[src/verilog/vcu_insn_pkg.sv]
`default_nettype none

package vcu_insn_pkg;

    localparam int ADDR_WIDTH        = 12;
    localparam int OPCODE_ADDR_WIDTH = 10;

    // compute view, insn_type 0
    typedef struct packed {
        logic [ADDR_WIDTH-1:0]        data_in_addr;
        logic [ADDR_WIDTH-1:0]        data_out_addr;
        logic [OPCODE_ADDR_WIDTH-1:0] opcode_addr;
        logic [4:0]                   opcode_count;
        logic [ADDR_WIDTH-1:0]        compute_length;
        logic [1:0]                   out_mode;
        logic                         fpu_work;
        logic [69:0]                  reserved;
        logic                         insn_type;
        logic [2:0]                   reserved_lo;
    } vcu_compute_insn_t;

    // configuration view, insn_type 1
    typedef struct packed {
        logic [11:0]      reserved;
        logic [15:0]      compare_const;
        logic [2:0][15:0] mul_const;
        logic [2:0][15:0] add_const;
        logic             insn_type;
        logic [2:0]       reserved_lo;
    } vcu_config_insn_t;

    typedef union packed {
        vcu_compute_insn_t comp;
        vcu_config_insn_t  cfg;
    } vcu_insn_u;

endpackage

`default_nettype wire

[src/verilog/vcu_op_pkg.sv]
`default_nettype none

package vcu_op_pkg;

    import vcu_insn_pkg::*;

    typedef enum logic [2:0] {
        IDLE,
        DATA_PREPARE,
        COMPUTE,
        PARA_CONFIG,
        OVER
    } vcu_state_e;

    ////////////////////
    // micro-op encoding
    ////////////////////
    localparam logic [3:0] OP_PASS = 4'd0;
    localparam logic [3:0] OP_ADD  = 4'd1;
    localparam logic [3:0] OP_MUL  = 4'd2;
    localparam logic [3:0] OP_MAX  = 4'd3;
    localparam logic [3:0] OP_ACC  = 4'd4;

    typedef struct packed {
        logic [8:0] reserved;
        logic [3:0] op;
        logic       dest;   // 0 iteration reg, 1 constant reg
        logic [1:0] sel;
    } micro_op_t;

    typedef struct packed {
        logic [2:0][15:0] add_const;
        logic [2:0][15:0] mul_const;
        logic [15:0]      compare_const;
    } vcu_consts_t;

    ////////////////////
    // ram ports
    ////////////////////
    typedef struct packed {
        logic                  en;
        logic [ADDR_WIDTH-1:0] addr;
    } ram_wr_t;

    typedef struct packed {
        logic                         en;
        logic [OPCODE_ADDR_WIDTH-1:0] addr;
        logic [15:0]                  data;
    } opcode_wr_t;

endpackage

`default_nettype wire

[src/verilog/vcu_insn_decoder.sv]
`default_nettype none

module vcu_insn_decoder
    import vcu_insn_pkg::*;
    import vcu_op_pkg::*;
(
    input  wire              clk,
    input  wire              rst,
    input  wire vcu_insn_u   insn,
    input  wire              work_en,
    input  wire              load_consts,
    input  wire              done,
    output vcu_insn_u        cur_insn,
    output logic             work,
    output vcu_consts_t      consts
);

    // instruction word held for the whole run
    always_ff @(posedge clk)
    begin
        if (work_en)
            cur_insn <= insn;
    end

    always_ff @(posedge clk)
    begin
        if (rst)
            work <= 1'b0;
        else if (work_en)
            work <= 1'b1;
        else if (done)
            work <= 1'b0;
    end

    // scalar operands for the vector ops
    always_ff @(posedge clk)
    begin
        if (rst)
        begin
            consts.add_const     <= '0;
            consts.mul_const     <= {3{16'd1}};
            consts.compare_const <= '0;
        end
        else if (load_consts)
        begin
            consts.add_const     <= cur_insn.cfg.add_const;
            consts.mul_const     <= cur_insn.cfg.mul_const;
            consts.compare_const <= cur_insn.cfg.compare_const;
        end
    end

endmodule

`default_nettype wire

[config.mk]
export PLATFORM = sky130hd
export DESIGN_NAME = vcu_insn_decoder
export DESIGN_NICKNAME = d
export VERILOG_FILES = /design/src/verilog/vcu_insn_pkg.sv /design/src/verilog/vcu_op_pkg.sv /design/src/verilog/vcu_insn_decoder.sv
export SDC_FILE = /design/constraint.sdc
export NUM_CORES = 1
export LEC_CHECK = 0
export CAP_MARGIN = 30
export CORE_AREA = 2 2 147 149
export CTS_CLUSTER_SIZE = 30
export DETAILED_ROUTE_END_ITERATION = 8
export DIE_AREA = 0 0 149 151
export DONT_BUFFER_PORTS = 1
export HOLD_SLACK_MARGIN = 0.02
export MAX_ROUTING_LAYER = met4
export SLEW_MARGIN = 10
export SYNTH_ARGS = -nofsm -noshare
export SYNTH_HDL_FRONTEND = slang
export SYNTH_SLANG_ARGS = --single-unit
[constraint.sdc]
create_clock -name clk -period 1.1 [get_ports clk]
set_input_delay 0.11 -clock clk [delete_from_list [all_inputs] [get_ports clk]]
set_output_delay 0.11 -clock clk [all_outputs]
set_load 0.005 [all_outputs]
=== Yosys cells after proc, flatten, opt, wreduce, memory -nomap -nowiden ===
Cells that the tools add are included.

* Output and inout bits: 241
* Word-level logic and storage cells: 12
* Input port bits: 133
* Flip-flop bits (word level): 241

* Reduce and logical (&&, ||, !) cells: 1
* Muxes and demuxes: 2

{| class="wikitable"
|+ Operators with widths
! operator !! count
|-
| 1-bit two-way mux || 2
|-
| 2-bit nonzero test || 1
|}

=== Depth between registers and ports, before layout ===
* Word-level depth: 2
* Mapped depth: 5
* Gate-level depth less buffers: 2

=== Worst setup path before layout ===
Ideal clock, no wire load.

* Kind: input -> register
* From: input load_consts
* To: register consts[33] (netlist name)
* Path slack: 0.221 ns
* Data arrival time: 0.751 ns
* Library setup time: 0.128 ns
* Path buffers: 3
* Data required time: 0.972 ns
* Stages on the path: 5
* Path through: buf_4 buf_12 buf_12 mux2i_1 nor2_1

{| class="wikitable"
|+ RTL lines
! what !! line !! source
|-
| start: declaration || vcu_insn_decoder.sv:11 || <nowiki>input wire load_consts,</nowiki>
|-
| end: declaration || vcu_insn_decoder.sv:15 || <nowiki>output vcu_consts_t consts</nowiki>
|}

=== Final worst setup path ===
* From: register cur_insn[78] (netlist name)
* To: output cur_insn[78] (netlist name)

{| class="wikitable"
|+ RTL lines
! what !! line !! source
|-
| start: declaration || vcu_insn_decoder.sv:13 || <nowiki>output vcu_insn_u cur_insn,</nowiki>
|-
| start signal: assignment || vcu_insn_decoder.sv:22 || <nowiki>cur_insn <= insn;</nowiki>
|}

No word-level cell between the ends.

==> impl_metrics.tcl <==
set metrics [dict create \
    hp-class "primary input to register" \
    worst_r2r_endpoint "consts[48]" \
    setup_slack_ns 0.0292 \
    p_clk_share_pct 41.7 \
    cts_tree "yes" \
    num-nets-final 756 \
    gp_congestion 0.731 \
    die-area_um2 22500 \
    maxCapViolCount 0 \
    ys_seq_area_share_pct 76.9 \
    finalCriticalPeriod_ns 1.07 \
    syn_nets 627 \
    grt_max_degree 130 \
    finalSetupViolations 0 \
    cts_buffer_depth 3 \
    endpoint_kind "primary output" \
    pwr-share-comb_pct 4.1 \
    hp-start "rst" \
    ios 374 \
    p_leak_nw 4.00 \
    ff2ff_setup_slack_ns 0.22 \
    worstPathArrival_ns 0.96 \
    cts_sinks 241 \
    fillers 1753 \
    fin_setup_tns_ns 0 \
    hold_end "consts[10]" \
    path_clk_slew_ns 0.06 \
    ant_nets 0 \
    final_cell_mix "edfxtp_1, dlygate4sd3_1, dfxtp_1" \
    coreArea_um2 20800 \
    required_ns 0.99 \
    grt.total_usage_pct 15.2 \
    whs_path_depth 1 \
    wl_per_cell_um 19.9 \
    tightest_slew_ns 0.304 \
    reg2reg_from "cur_insn[84]" \
    post-cts-setup-buffer-count 0 \
    row_count 53 \
    violations "hold timing" \
    cts_buffers 25 \
    start_kind "register" \
    fin_worst_skew_ns 0.00854 \
    criticalPathCategory "register to primary output" \
    whs_ns -0.325 \
    hold_viol_final 241 \
    synth-seq-cells 241 \
    io_buffers 0 \
    firstDrtPassIters 5 \
    clockRootBuffer "clkbuf_16" \
    initial_core_util_pct 38.1 \
    grt_pass1_vias 4559 \
    rsz0062_at_grt "true" \
    cp_max_fo 2 \
    synth.distinct_cells 13 \
    p_switching_mw 4.07 \
    p_sw_share_pct 20.4 \
    syn_avg_cell_area_um2 16.1 \
    grt_pass1_wl_um 25800 \
    vias_per_cell 4.75 \
    synth_cells 494 \
    clock_latency_ns 0.50 \
    timing.fmax_mhz 934 \
    syn_to_final_growth_pct 27.6 \
    period_share_pct 97.3 \
    yosysWarnings 0 \
    antenna_found_initial 1 \
    final_max_slew_viol_count 0 \
    hpwl_um 11900 \
    max-vdd-ir-drop_v 0.00123 \
    drive_above_1_share_pct 6.24 \
    status "complete, but fails checks" \
    worst-r2r-cell-count 1 \
    utilization_pct 48.6 \
    die-width_um 149 \
    cellInternalPower_mw 15.8 \
    drt_iter0_drc 228 \
    drc 0 \
    num_vias 4359 \
    wl_um 18200 \
    post-place-ws_ns 0.274 \
    total_power_mw 19.9 \
    die_y_um 151 \
    cts_htree_levels 1 \
    seqPwrFrac_pct 54.1 \
    cts_hold_buf 128 \
    max_slew_margin_pct 79.8 \
    synth_area_um2 7940 \
    overflow 0 \
    powerDensity_nw_per_um2 1970 \
]
-- final cells by class --
type | count | area, µm² | area share (%)
antenna | 1 | 2.50 | 0.0247
clock buffer | 35 | 723 | 7.14
inverter | 1 | 3.75 | 0.0371
tap | 275 | 344 | 3.40
clock inverter | 10 | 110 | 1.09
multi-input combinational | 226 | 1560 | 15.4
sequential | 241 | 6110 | 60.3
timing repair buffer | 128 | 1280 | 12.7
-- cell families (layout without fill, tap and decap cells) --
logic type | after synthesis | in the layout | synth area share (%)
buffers and inverters | 27 | 174 | 3.44
AOI/OAI and AO/OA | 4 | 4 | 0.394
muxes | 109 | 109 | 13.7
other | 0 | 1 | 0
and+or+nand+nor | 113 | 113 | 5.47
DFF | 241 | 241 | 76.9
-- state kept, by name, summed over array words and instances, names as in the netlist --
register / cells
consts: 112
work: 1
cur_insn: 128
-- per-layer routing --
metal,GRT usage (%),wire length [µm],up-vias
li1,-,-,1990
met1,15.2,6230,2082
met2,27.0,9440,255
met3,6.11,2190,32
met4,5.14,384,0
met5,-,0,-
-- cells in the mapped netlist --
library cell	instances	area, µm²
edfxtp_1	128	3840
dfxtp_1	113	2260
mux2i_1	109	1090
nor2_1	109	409
buf_12	9	180
buf_2	8	40.0
clkbuf_1	5	18.8
buf_4	4	30.0
a211o_1	3	26.3
nor2b_1	3	18.8
a21oi_1	1	5.00
inv_1	1	3.75
nand2b_1	1	6.26
-- per-stage QoR --
stage                     cell area (µm²)  instances
after floorplan                      7940        494
after global placement               8010        743
after detailed placement             8010        743
after CTS                           10100        916
after global routing                10100        917
final                               10100        917
-- worst max path at each step --
stage	from	to	depth (start not counted)
detailed placement	cur_insn[68]	consts[32]	1
CTS	cur_insn[78]	cur_insn[78]	0
finish	cur_insn[78]	cur_insn[78]	0
global placement	cur_insn[84]	consts[48]	1
global route	cur_insn[78]	cur_insn[78]	0
floorplan	load_consts	consts[33]	5
-- repair_timing --
item,4_1_cts,5_1_grt
gates resized for setup,0,0
setup endpoints to repair,1,2
endpoints found under the hold margin,369,241
-- power groups by stage --
stage	combinational (mW)	clock, mW	sequential, mW
after floorplan	0.611	0	10.7
after global placement	0.406	0	11.0
after detailed placement	0.438	0	11.0
after CTS	0.819	8.51	10.8
after global routing	0.899	8.87	10.9
final	0.822	8.31	10.8
(Power assumes the default switching activity.)
