[config.mk]
export PLATFORM = sky130hd
export DESIGN_NAME = vcu_sequencer
export DESIGN_NICKNAME = d
export VERILOG_FILES = /design/src/verilog/vcu_insn_pkg.sv /design/src/verilog/vcu_op_pkg.sv /design/src/verilog/vcu_sequencer.sv
export SDC_FILE = /design/constraint.sdc
export NUM_CORES = 1
export LEC_CHECK = 0
export BUFFER_PORTS_ARGS = -buffer_cell sky130_fd_sc_hd__buf_2
export CAP_MARGIN = 20
export CORE_ASPECT_RATIO = 0.5
export CORE_MARGIN = 3
export CORE_UTILIZATION = 43
export DETAILED_ROUTE_END_ITERATION = 8
export HOLD_SLACK_MARGIN = 0.02
export PLACE_DENSITY = 0.8
export SLEW_MARGIN = 0
export SYNTH_ARGS = -nofsm -noshare
export SYNTH_HDL_FRONTEND = slang
export SYNTH_SLANG_ARGS = --single-unit
export TNS_END_PERCENT = 100
[constraint.sdc]
create_clock -name clk -period 2.5 [get_ports clk]
set_input_delay 0.125 -clock clk [delete_from_list [all_inputs] [get_ports clk]]
set_output_delay 0.125 -clock clk [all_outputs]
set_load 0.03 [all_outputs]
[src/verilog/vcu_insn_pkg.sv]
`default_nettype none

package vcu_insn_pkg;

    localparam int ADDR_WIDTH        = 12;
    localparam int OPCODE_ADDR_WIDTH = 10;

    // compute view, insn_type 0
    typedef struct packed {
        logic [ADDR_WIDTH-1:0]        data_in_addr;
        logic [ADDR_WIDTH-1:0]        data_out_addr;
        logic [OPCODE_ADDR_WIDTH-1:0] opcode_addr;
        logic [4:0]                   opcode_count;
        logic [ADDR_WIDTH-1:0]        compute_length;
        logic [1:0]                   out_mode;
        logic                         fpu_work;
        logic [69:0]                  reserved;
        logic                         insn_type;
        logic [2:0]                   reserved_lo;
    } vcu_compute_insn_t;

    // configuration view, insn_type 1
    typedef struct packed {
        logic [11:0]      reserved;
        logic [15:0]      compare_const;
        logic [2:0][15:0] mul_const;
        logic [2:0][15:0] add_const;
        logic             insn_type;
        logic [2:0]       reserved_lo;
    } vcu_config_insn_t;

    typedef union packed {
        vcu_compute_insn_t comp;
        vcu_config_insn_t  cfg;
    } vcu_insn_u;

endpackage

`default_nettype wire

[src/verilog/vcu_op_pkg.sv]
`default_nettype none

package vcu_op_pkg;

    import vcu_insn_pkg::*;

    typedef enum logic [2:0] {
        IDLE,
        DATA_PREPARE,
        COMPUTE,
        PARA_CONFIG,
        OVER
    } vcu_state_e;

    ////////////////////
    // micro-op encoding
    ////////////////////
    localparam logic [3:0] OP_PASS = 4'd0;
    localparam logic [3:0] OP_ADD  = 4'd1;
    localparam logic [3:0] OP_MUL  = 4'd2;
    localparam logic [3:0] OP_MAX  = 4'd3;
    localparam logic [3:0] OP_ACC  = 4'd4;

    typedef struct packed {
        logic [8:0] reserved;
        logic [3:0] op;
        logic       dest;   // 0 iteration reg, 1 constant reg
        logic [1:0] sel;
    } micro_op_t;

    typedef struct packed {
        logic [2:0][15:0] add_const;
        logic [2:0][15:0] mul_const;
        logic [15:0]      compare_const;
    } vcu_consts_t;

    ////////////////////
    // ram ports
    ////////////////////
    typedef struct packed {
        logic                  en;
        logic [ADDR_WIDTH-1:0] addr;
    } ram_wr_t;

    typedef struct packed {
        logic                         en;
        logic [OPCODE_ADDR_WIDTH-1:0] addr;
        logic [15:0]                  data;
    } opcode_wr_t;

endpackage

`default_nettype wire

[src/verilog/vcu_sequencer.sv]
`default_nettype none

module vcu_sequencer
    import vcu_insn_pkg::*;
    import vcu_op_pkg::*;
#(
    parameter int LANES = 8
)
(
    input  wire                    clk,
    input  wire                    rst,
    input  wire vcu_insn_u         cur_insn,
    input  wire                    work,
    input  wire                    result_valid,
    output logic                   load_consts,
    output logic                   r_en_acc,
    output logic [ADDR_WIDTH-1:0]  r_addr_acc,
    output logic                   start,
    output logic                   wb_en,
    output logic [ADDR_WIDTH-1:0]  wb_addr,
    output logic                   vcu_done
);

    vcu_state_e            state;
    vcu_state_e            next_state;
    logic                  dp_phase;
    logic                  over_q;
    logic                  over_entry;
    logic                  last_iter;
    logic                  has_write;
    logic [ADDR_WIDTH-1:0] iter_cnt;
    logic [2:0]            done_pipe;

    assign last_iter  = cur_insn.comp.insn_type ||
                        (iter_cnt == cur_insn.comp.compute_length);
    assign has_write  = !cur_insn.comp.insn_type && (cur_insn.comp.out_mode != 2'd3);
    assign over_entry = (state == OVER) && !over_q;

    ////////////////////
    // state machine
    ////////////////////
    always_comb
    begin
        next_state = state;
        case (state)
            IDLE:
            begin
                if (work)
                    next_state = cur_insn.comp.insn_type ? PARA_CONFIG : DATA_PREPARE;
            end
            DATA_PREPARE:
            begin
                // second cycle has the accumulator word on the bus
                if (dp_phase)
                    next_state = cur_insn.comp.fpu_work ? COMPUTE : OVER;
            end
            COMPUTE:
            begin
                if (result_valid)
                    next_state = OVER;
            end
            PARA_CONFIG:
                next_state = OVER;
            OVER:
            begin
                if (vcu_done)
                    next_state = IDLE;
                else if (!last_iter)
                    next_state = DATA_PREPARE;
            end
            default:
                next_state = IDLE;
        endcase
    end

    always_ff @(posedge clk)
    begin
        if (rst)
        begin
            state     <= IDLE;
            dp_phase  <= 1'b0;
            over_q    <= 1'b0;
            start     <= 1'b0;
            done_pipe <= '0;
        end
        else
        begin
            state     <= next_state;
            dp_phase  <= (state == DATA_PREPARE) && !dp_phase;
            over_q    <= (state == OVER);
            start     <= (state == DATA_PREPARE) && dp_phase && cur_insn.comp.fpu_work;
            done_pipe <= {done_pipe[1:0], over_entry && last_iter};
        end
    end

    ////////////////////
    // address counters
    ////////////////////
    always_ff @(posedge clk)
    begin
        if (rst)
        begin
            iter_cnt   <= '0;
            r_addr_acc <= '0;
            wb_addr    <= '0;
        end
        else if (state == IDLE)
        begin
            iter_cnt   <= '0;
            r_addr_acc <= cur_insn.comp.data_in_addr;
            wb_addr    <= cur_insn.comp.data_out_addr;
        end
        else if (over_entry && !last_iter)
        begin
            iter_cnt   <= iter_cnt + 1'b1;
            r_addr_acc <= r_addr_acc + 1'b1;
            wb_addr    <= wb_addr + 1'b1;
        end
    end

    assign load_consts = (state == PARA_CONFIG);
    assign r_en_acc    = (state == DATA_PREPARE) && !dp_phase;
    assign wb_en       = over_entry && !cur_insn.comp.insn_type;
    // one extra cycle when the last vector still has to land in a RAM
    assign vcu_done    = has_write ? done_pipe[2] : done_pipe[1];

endmodule

`default_nettype wire

### After elaboration in Yosys (flattened, before gate mapping)

Cells that the tools add are included.

| cells by class | value |
|---|---|
| add/sub/neg operators | 3 |
| multiplexer cells | 13 |
| reduce and logical (&&, ||, !) cells | 17 |
| equal/unequal tests | 10 |

Operators with widths:

| kind | number |
|---|---|
| $mux 12 | 4 |
| $add 12x1->12 const B | 3 |
| $mux 3 | 6 |
| $pmux 3 s5 | 1 |
| $eq 12x12->1 | 1 |
| $logic_and 1x1->1 | 8 |
| $ne 2x2->1 const B | 4 |
| $eq 3x2->1 const B | 2 |
| $logic_not 1->1 | 4 |
| $reduce_and 4->1 | 1 |
| $eq 3x1->1 const B | 1 |
| $eq 3x3->1 const B | 1 |
| $logic_not 3->1 | 1 |
| $ne 3x3->1 const B | 1 |
| $mux 2 | 1 |
| $reduce_bool 2->1 | 1 |
| $reduce_or 2->1 | 1 |
| $logic_or 1x1->1 | 1 |
| $mux 1 | 1 |

| word-level totals | value |
|---|---|
| bits of input ports | 132 |
| output and inout bits | 29 |
| register bits | 45 |

### Logic depth before layout (Yosys ltp)

| logic depth | value |
|---|---|
| depth in word-level cells | 6 |
| mapped depth | 9 |
| gate-level depth less buffers | 6 |

### Worst setup path after synthesis

OpenSTA, ideal clock, no wires.

| timing path | value |
|---|---|
| path type | reg2reg |
| start point | reg state[0] |
| end point | reg wb_addr[9] |
| clock period less this slack | 2.146 ns |
| data required time | 2.408 ns |
| library setup time | 0.092 ns |
| stages on the path, launching flop included | 8 |
| slack | 0.354 ns |
| buffers on the path | 2 |
| data arrival time | 2.054 ns |
| path through | dfxtp_1 buf_6 or3b_4 or2_1 buf_6 or3_4 o31a_1 nor4_1 |

| between the ends | value |
|---|---|
| cells in the longest elaborated chain, start to end | 4 |
| elaborated cells between the ends (all ways) | 6 |
| classes of those cells | 1 x eq/ne; 1 x mux; 4 x reduce/logical |

Ends and longest elaborated chain:

| element | line | source |
|---|---|---|
| from (decl) | vcu_sequencer.sv:24 | `vcu_state_e state;` |
| from (signal assigned) | vcu_sequencer.sv:88 | `state <= next_state;` |
| $eq 3x3->1 | vcu_sequencer.sv:37 | `assign over_entry = (state == OVER) && !over_q;` |
| $logic_and 1x1->1 | vcu_sequencer.sv:37 |  |
| $logic_and 1x1->1 | vcu_sequencer.sv:113 | `else if (over_entry && !last_iter)` |
| $reduce_bool 2->1 (no line) | -- |  |
| to (signal assigned) | vcu_sequencer.sv:111 | `wb_addr <= cur_insn.comp.data_out_addr;` |
| to (signal assigned) | vcu_sequencer.sv:117 | `wb_addr <= wb_addr + 1'b1;` |
| to (decl) | vcu_sequencer.sv:20 | `output logic [ADDR_WIDTH-1:0] wb_addr,` |

Parallel ways exist; a longest one is shown, timed or not.
A chain may end at the register's enable or synchronous reset.

### Worst setup path after layout

| timing path | value |
|---|---|
| start point | reg state[0] |
| end point | reg r_addr_acc[3] |

| between the ends | value |
|---|---|
| cells in the longest elaborated chain, start to end | 4 |
| elaborated cells between the ends (all ways) | 6 |
| classes of those cells | 1 x eq/ne; 1 x mux; 4 x reduce/logical |

Ends and longest elaborated chain:

| element | line | source |
|---|---|---|
| $eq 3x3->1 | vcu_sequencer.sv:37 |  |
| $logic_and 1x1->1 | vcu_sequencer.sv:37 |  |
| $logic_and 1x1->1 | vcu_sequencer.sv:113 |  |
| $reduce_bool 2->1 (no line) | -- |  |
| to (signal assigned) | vcu_sequencer.sv:110 | `r_addr_acc <= cur_insn.comp.data_in_addr;` |
| to (signal assigned) | vcu_sequencer.sv:116 | `r_addr_acc <= r_addr_acc + 1'b1;` |
| to (decl) | vcu_sequencer.sv:17 | `output logic [ADDR_WIDTH-1:0] r_addr_acc,` |

Parallel ways exist; a longest one is shown, timed or not.

==> impl_metrics.ini <==
[setup_path]
critical_path.max_fanout = 29
path_class = reg -> reg
cp_data_arrival_time_ns = 2.39
startpoint = state[0]
required_ns = 2.70
reg2reg_from = state[0]
critPathCaptureType = flop
startpoint_type = flop

[clock_network]
cts.clk_slew.worst_paths_ns = 0.06
cts_buffers = 5
cts_resized = 0
cts_tree = done
cts_root_buffer = clkbuf_16
cts.sink_count = 45
htree_levels = 2
cts_hold_buf = 0
postCtsSetupBuffers = 0
clockBufferDepth = 2
worstSkewPairLatency_ns = 0.29

[logic_synthesis]
syn-cell-area_sq_um = 2580
netlist_top_cells_area = dfxtp_1 (35%), nor2_1 (5.7%), nor4_1 (5.3%), xor2_1 (4.1%), o31ai_1 (3.8%)
synth_edf_count = 0
ys_seq_elements = 45
async_reset_ff_share_pct = 0
ys.flop_type = dfxtp_1
syn-instance-count = 323
synth_top_cell_area_share_pct = 34.9
yosysSeqAreaShare_pct = 34.9
syn_nets = 458
yosys_warnings = 0
ys_types = 43
syn-mean-instance-area_sq_um = 8.00
synth_largest_area_cell = dfxtp_1

[grt]
grt_use_total_pct = 18.6
antenna_found_initial = 0
overflow = 0
grt_pass1_wl_mm = 10.6
grt_max_degree = 37
first_global_vias = 2332

[final_layout]
nNetsFinal = 521
drive_above_1_share_pct = 25.1
areaGrowthSynthToFinish_pct = 22.1
antenna_cells = 0
fin_util_pct = 56.0
final_cells = 460

[worst_hold_path]
worst_hold_path_type = in -> reg
min_from = cur_insn[74]

[power_and_ir_drop]
p_int_mw = 1.85
switchingPower_mw = 1.52
total_power_mw = 3.37
peakVddDrop_mv = 0.423
power_frac_clock_pct = 20.1
sequentialPowerShare_pct = 34.0
leakage_nw = 1.29
switching_share_pct = 45.1
combPwrFrac_pct = 45.9
pwr_density_cell_nw_per_um2 = 1070

[placement]
dpl_worst_slack_ns = 0.318
dpl.cell_count = 452
dpl.hpwl_mm = 4.63
io_buffers = 72
place.gp.congestion = 0.810

[route]
drt_pre_antenna_iters = 4
drt-total-wl_mm = 6.58
post-route-drc-count = 0
drtAntennaViolNets = 0
drtIter0Drc = 166
via_count = 2680
wl_per_cell_microns = 14.3
vias_per_cell = 5.83

[sta]
relSlewSlack_pct = 66.5
tightest_slew_ns = 0.503
fin_crit_ns = 2.19
fmax_mhz = 456
fin_tns_setup_ns = 0
fin_skew_ns = 0.00648
setup_viol = 0
rsz0062_at_grt = no
hold_violations = 0
slew_viol_final = 0
setup_ws_ns = 0.305
min_period_over_period_pct = 87.8

[floorplanning]
die_y_microns = 60.8
dieArea_sq_um = 7030
die_x_microns = 116
num_io_pins = 161
coreArea_sq_um = 5630
initial_utilization_pct = 45.8
fp-row-count = 19

[flow_run]
drv_cap = 0

[status]
status = completed
registers in the layout, indices dropped and copies added, names as in the netlist:
name / cells
r_addr_acc: 12
dp_phase: 1
state: 3
start: 1
wb_addr: 12
iter_cnt: 12
over_q: 1
done_pipe: 3
logic make-up after synthesis:
group / after synthesis / synth area share, %
buffers and inverters: 30 / 5.28
adders and majority gates: 3 / 1.45
AOI/OAI and AO/OA: 69 / 18.4
xor gates and xnor gates: 12 / 4.07
muxes: 5 / 1.99
and+or+nand+nor: 159 / 33.9
DFF: 45 / 34.9
worst paths after layout:
path                                      end  slack [ns]  depth (start not counted)
worst max-delay path            r_addr_acc[3]        0.31                          5
worst min-delay path                    start        0.08                          3
worst max register to register  r_addr_acc[3]        0.31                          5
worst min register to register   done_pipe[0]        0.42                          1
final cells by class:
class	instances	area (sq um)
Clock buffer	6	139
Inverter	2	7.51
Tap cell	73	91.3
Sequential cell	45	901
Fill cell	539	2480
Timing Repair Buffer	84	450
Clock inverter	2	13.8
Multi-Input combinational cell	248	1550
worst max-delay path, stage by stage (launching register included):
cell and delay, ns:
dfxtp_1 0.31, or3b_4 0.42, or2_1 0.33, buf_4 0.26, or4_1 0.52, a311oi_1 0.26
Yosys cell counts, types with 4 or more instances:
cell	instances
o31ai_1	13
or4_1	12
nand2b_1	4
and4_1	7
nand2_1	19
a211oi_1	7
clkbuf_1	21
dfxtp_1	45
nor2_1	39
o21ai_0	12
or3_1	6
nand3_1	11
nor4_1	22
nand4_1	8
xor2_1	12
nor3_1	9
and3_1	9
mux2i_1	4
buf_2	4
a311oi_1	10
a21oi_1	12
layout by cell type (no fill, tap or decap), types with 4 or more instances in the layout:
master and instances:
xor2_1 12, a21oi_1 12, or3_1 6, o21ai_0 12
nor4_1 22, buf_4 12, mux2i_1 4, nand2_1 19
nor2_1 39, and4_1 7, a211oi_1 7, nand4_1 8
dfxtp_1 45, or4_1 12, clkbuf_16 5, a311oi_1 10
buf_2 72, o31ai_1 13, and3_1 9, nand2b_1 4
nor3_1 8, nand3_1 11
power groups by stage:
stage                     clock network (mW)  registers [mW]  logic, mW
final                                  0.677            1.15       1.55
after detailed placement                   0            1.15       1.54
after global placement                     0            1.15       1.53
after global routing                   0.717            1.18       1.68
after CTS                              0.689            1.14       1.55
after floorplan                            0            1.46      0.778
metrics by stage:
stage / area, sq um / hold WS, ns
4_1_cts: 3150 / 0.0804
3_3_place_gp: 3000 / 0.380
2_1_floorplan: 2580 / 0.244
5_1_grt: 3150 / 0.113
6_report: 3150 / 0.0825
3_5_place_dp: 3000 / 0.382
metal layers:
metal	GRT usage [%]	wire, microns	part of all wire, %
met5	0	0	0
met4	5.35	76	1.2
met3	3.78	373	5.7
met2	30.7	3000	46
met1	25.1	3130	48
(Power assumes the default switching activity.)
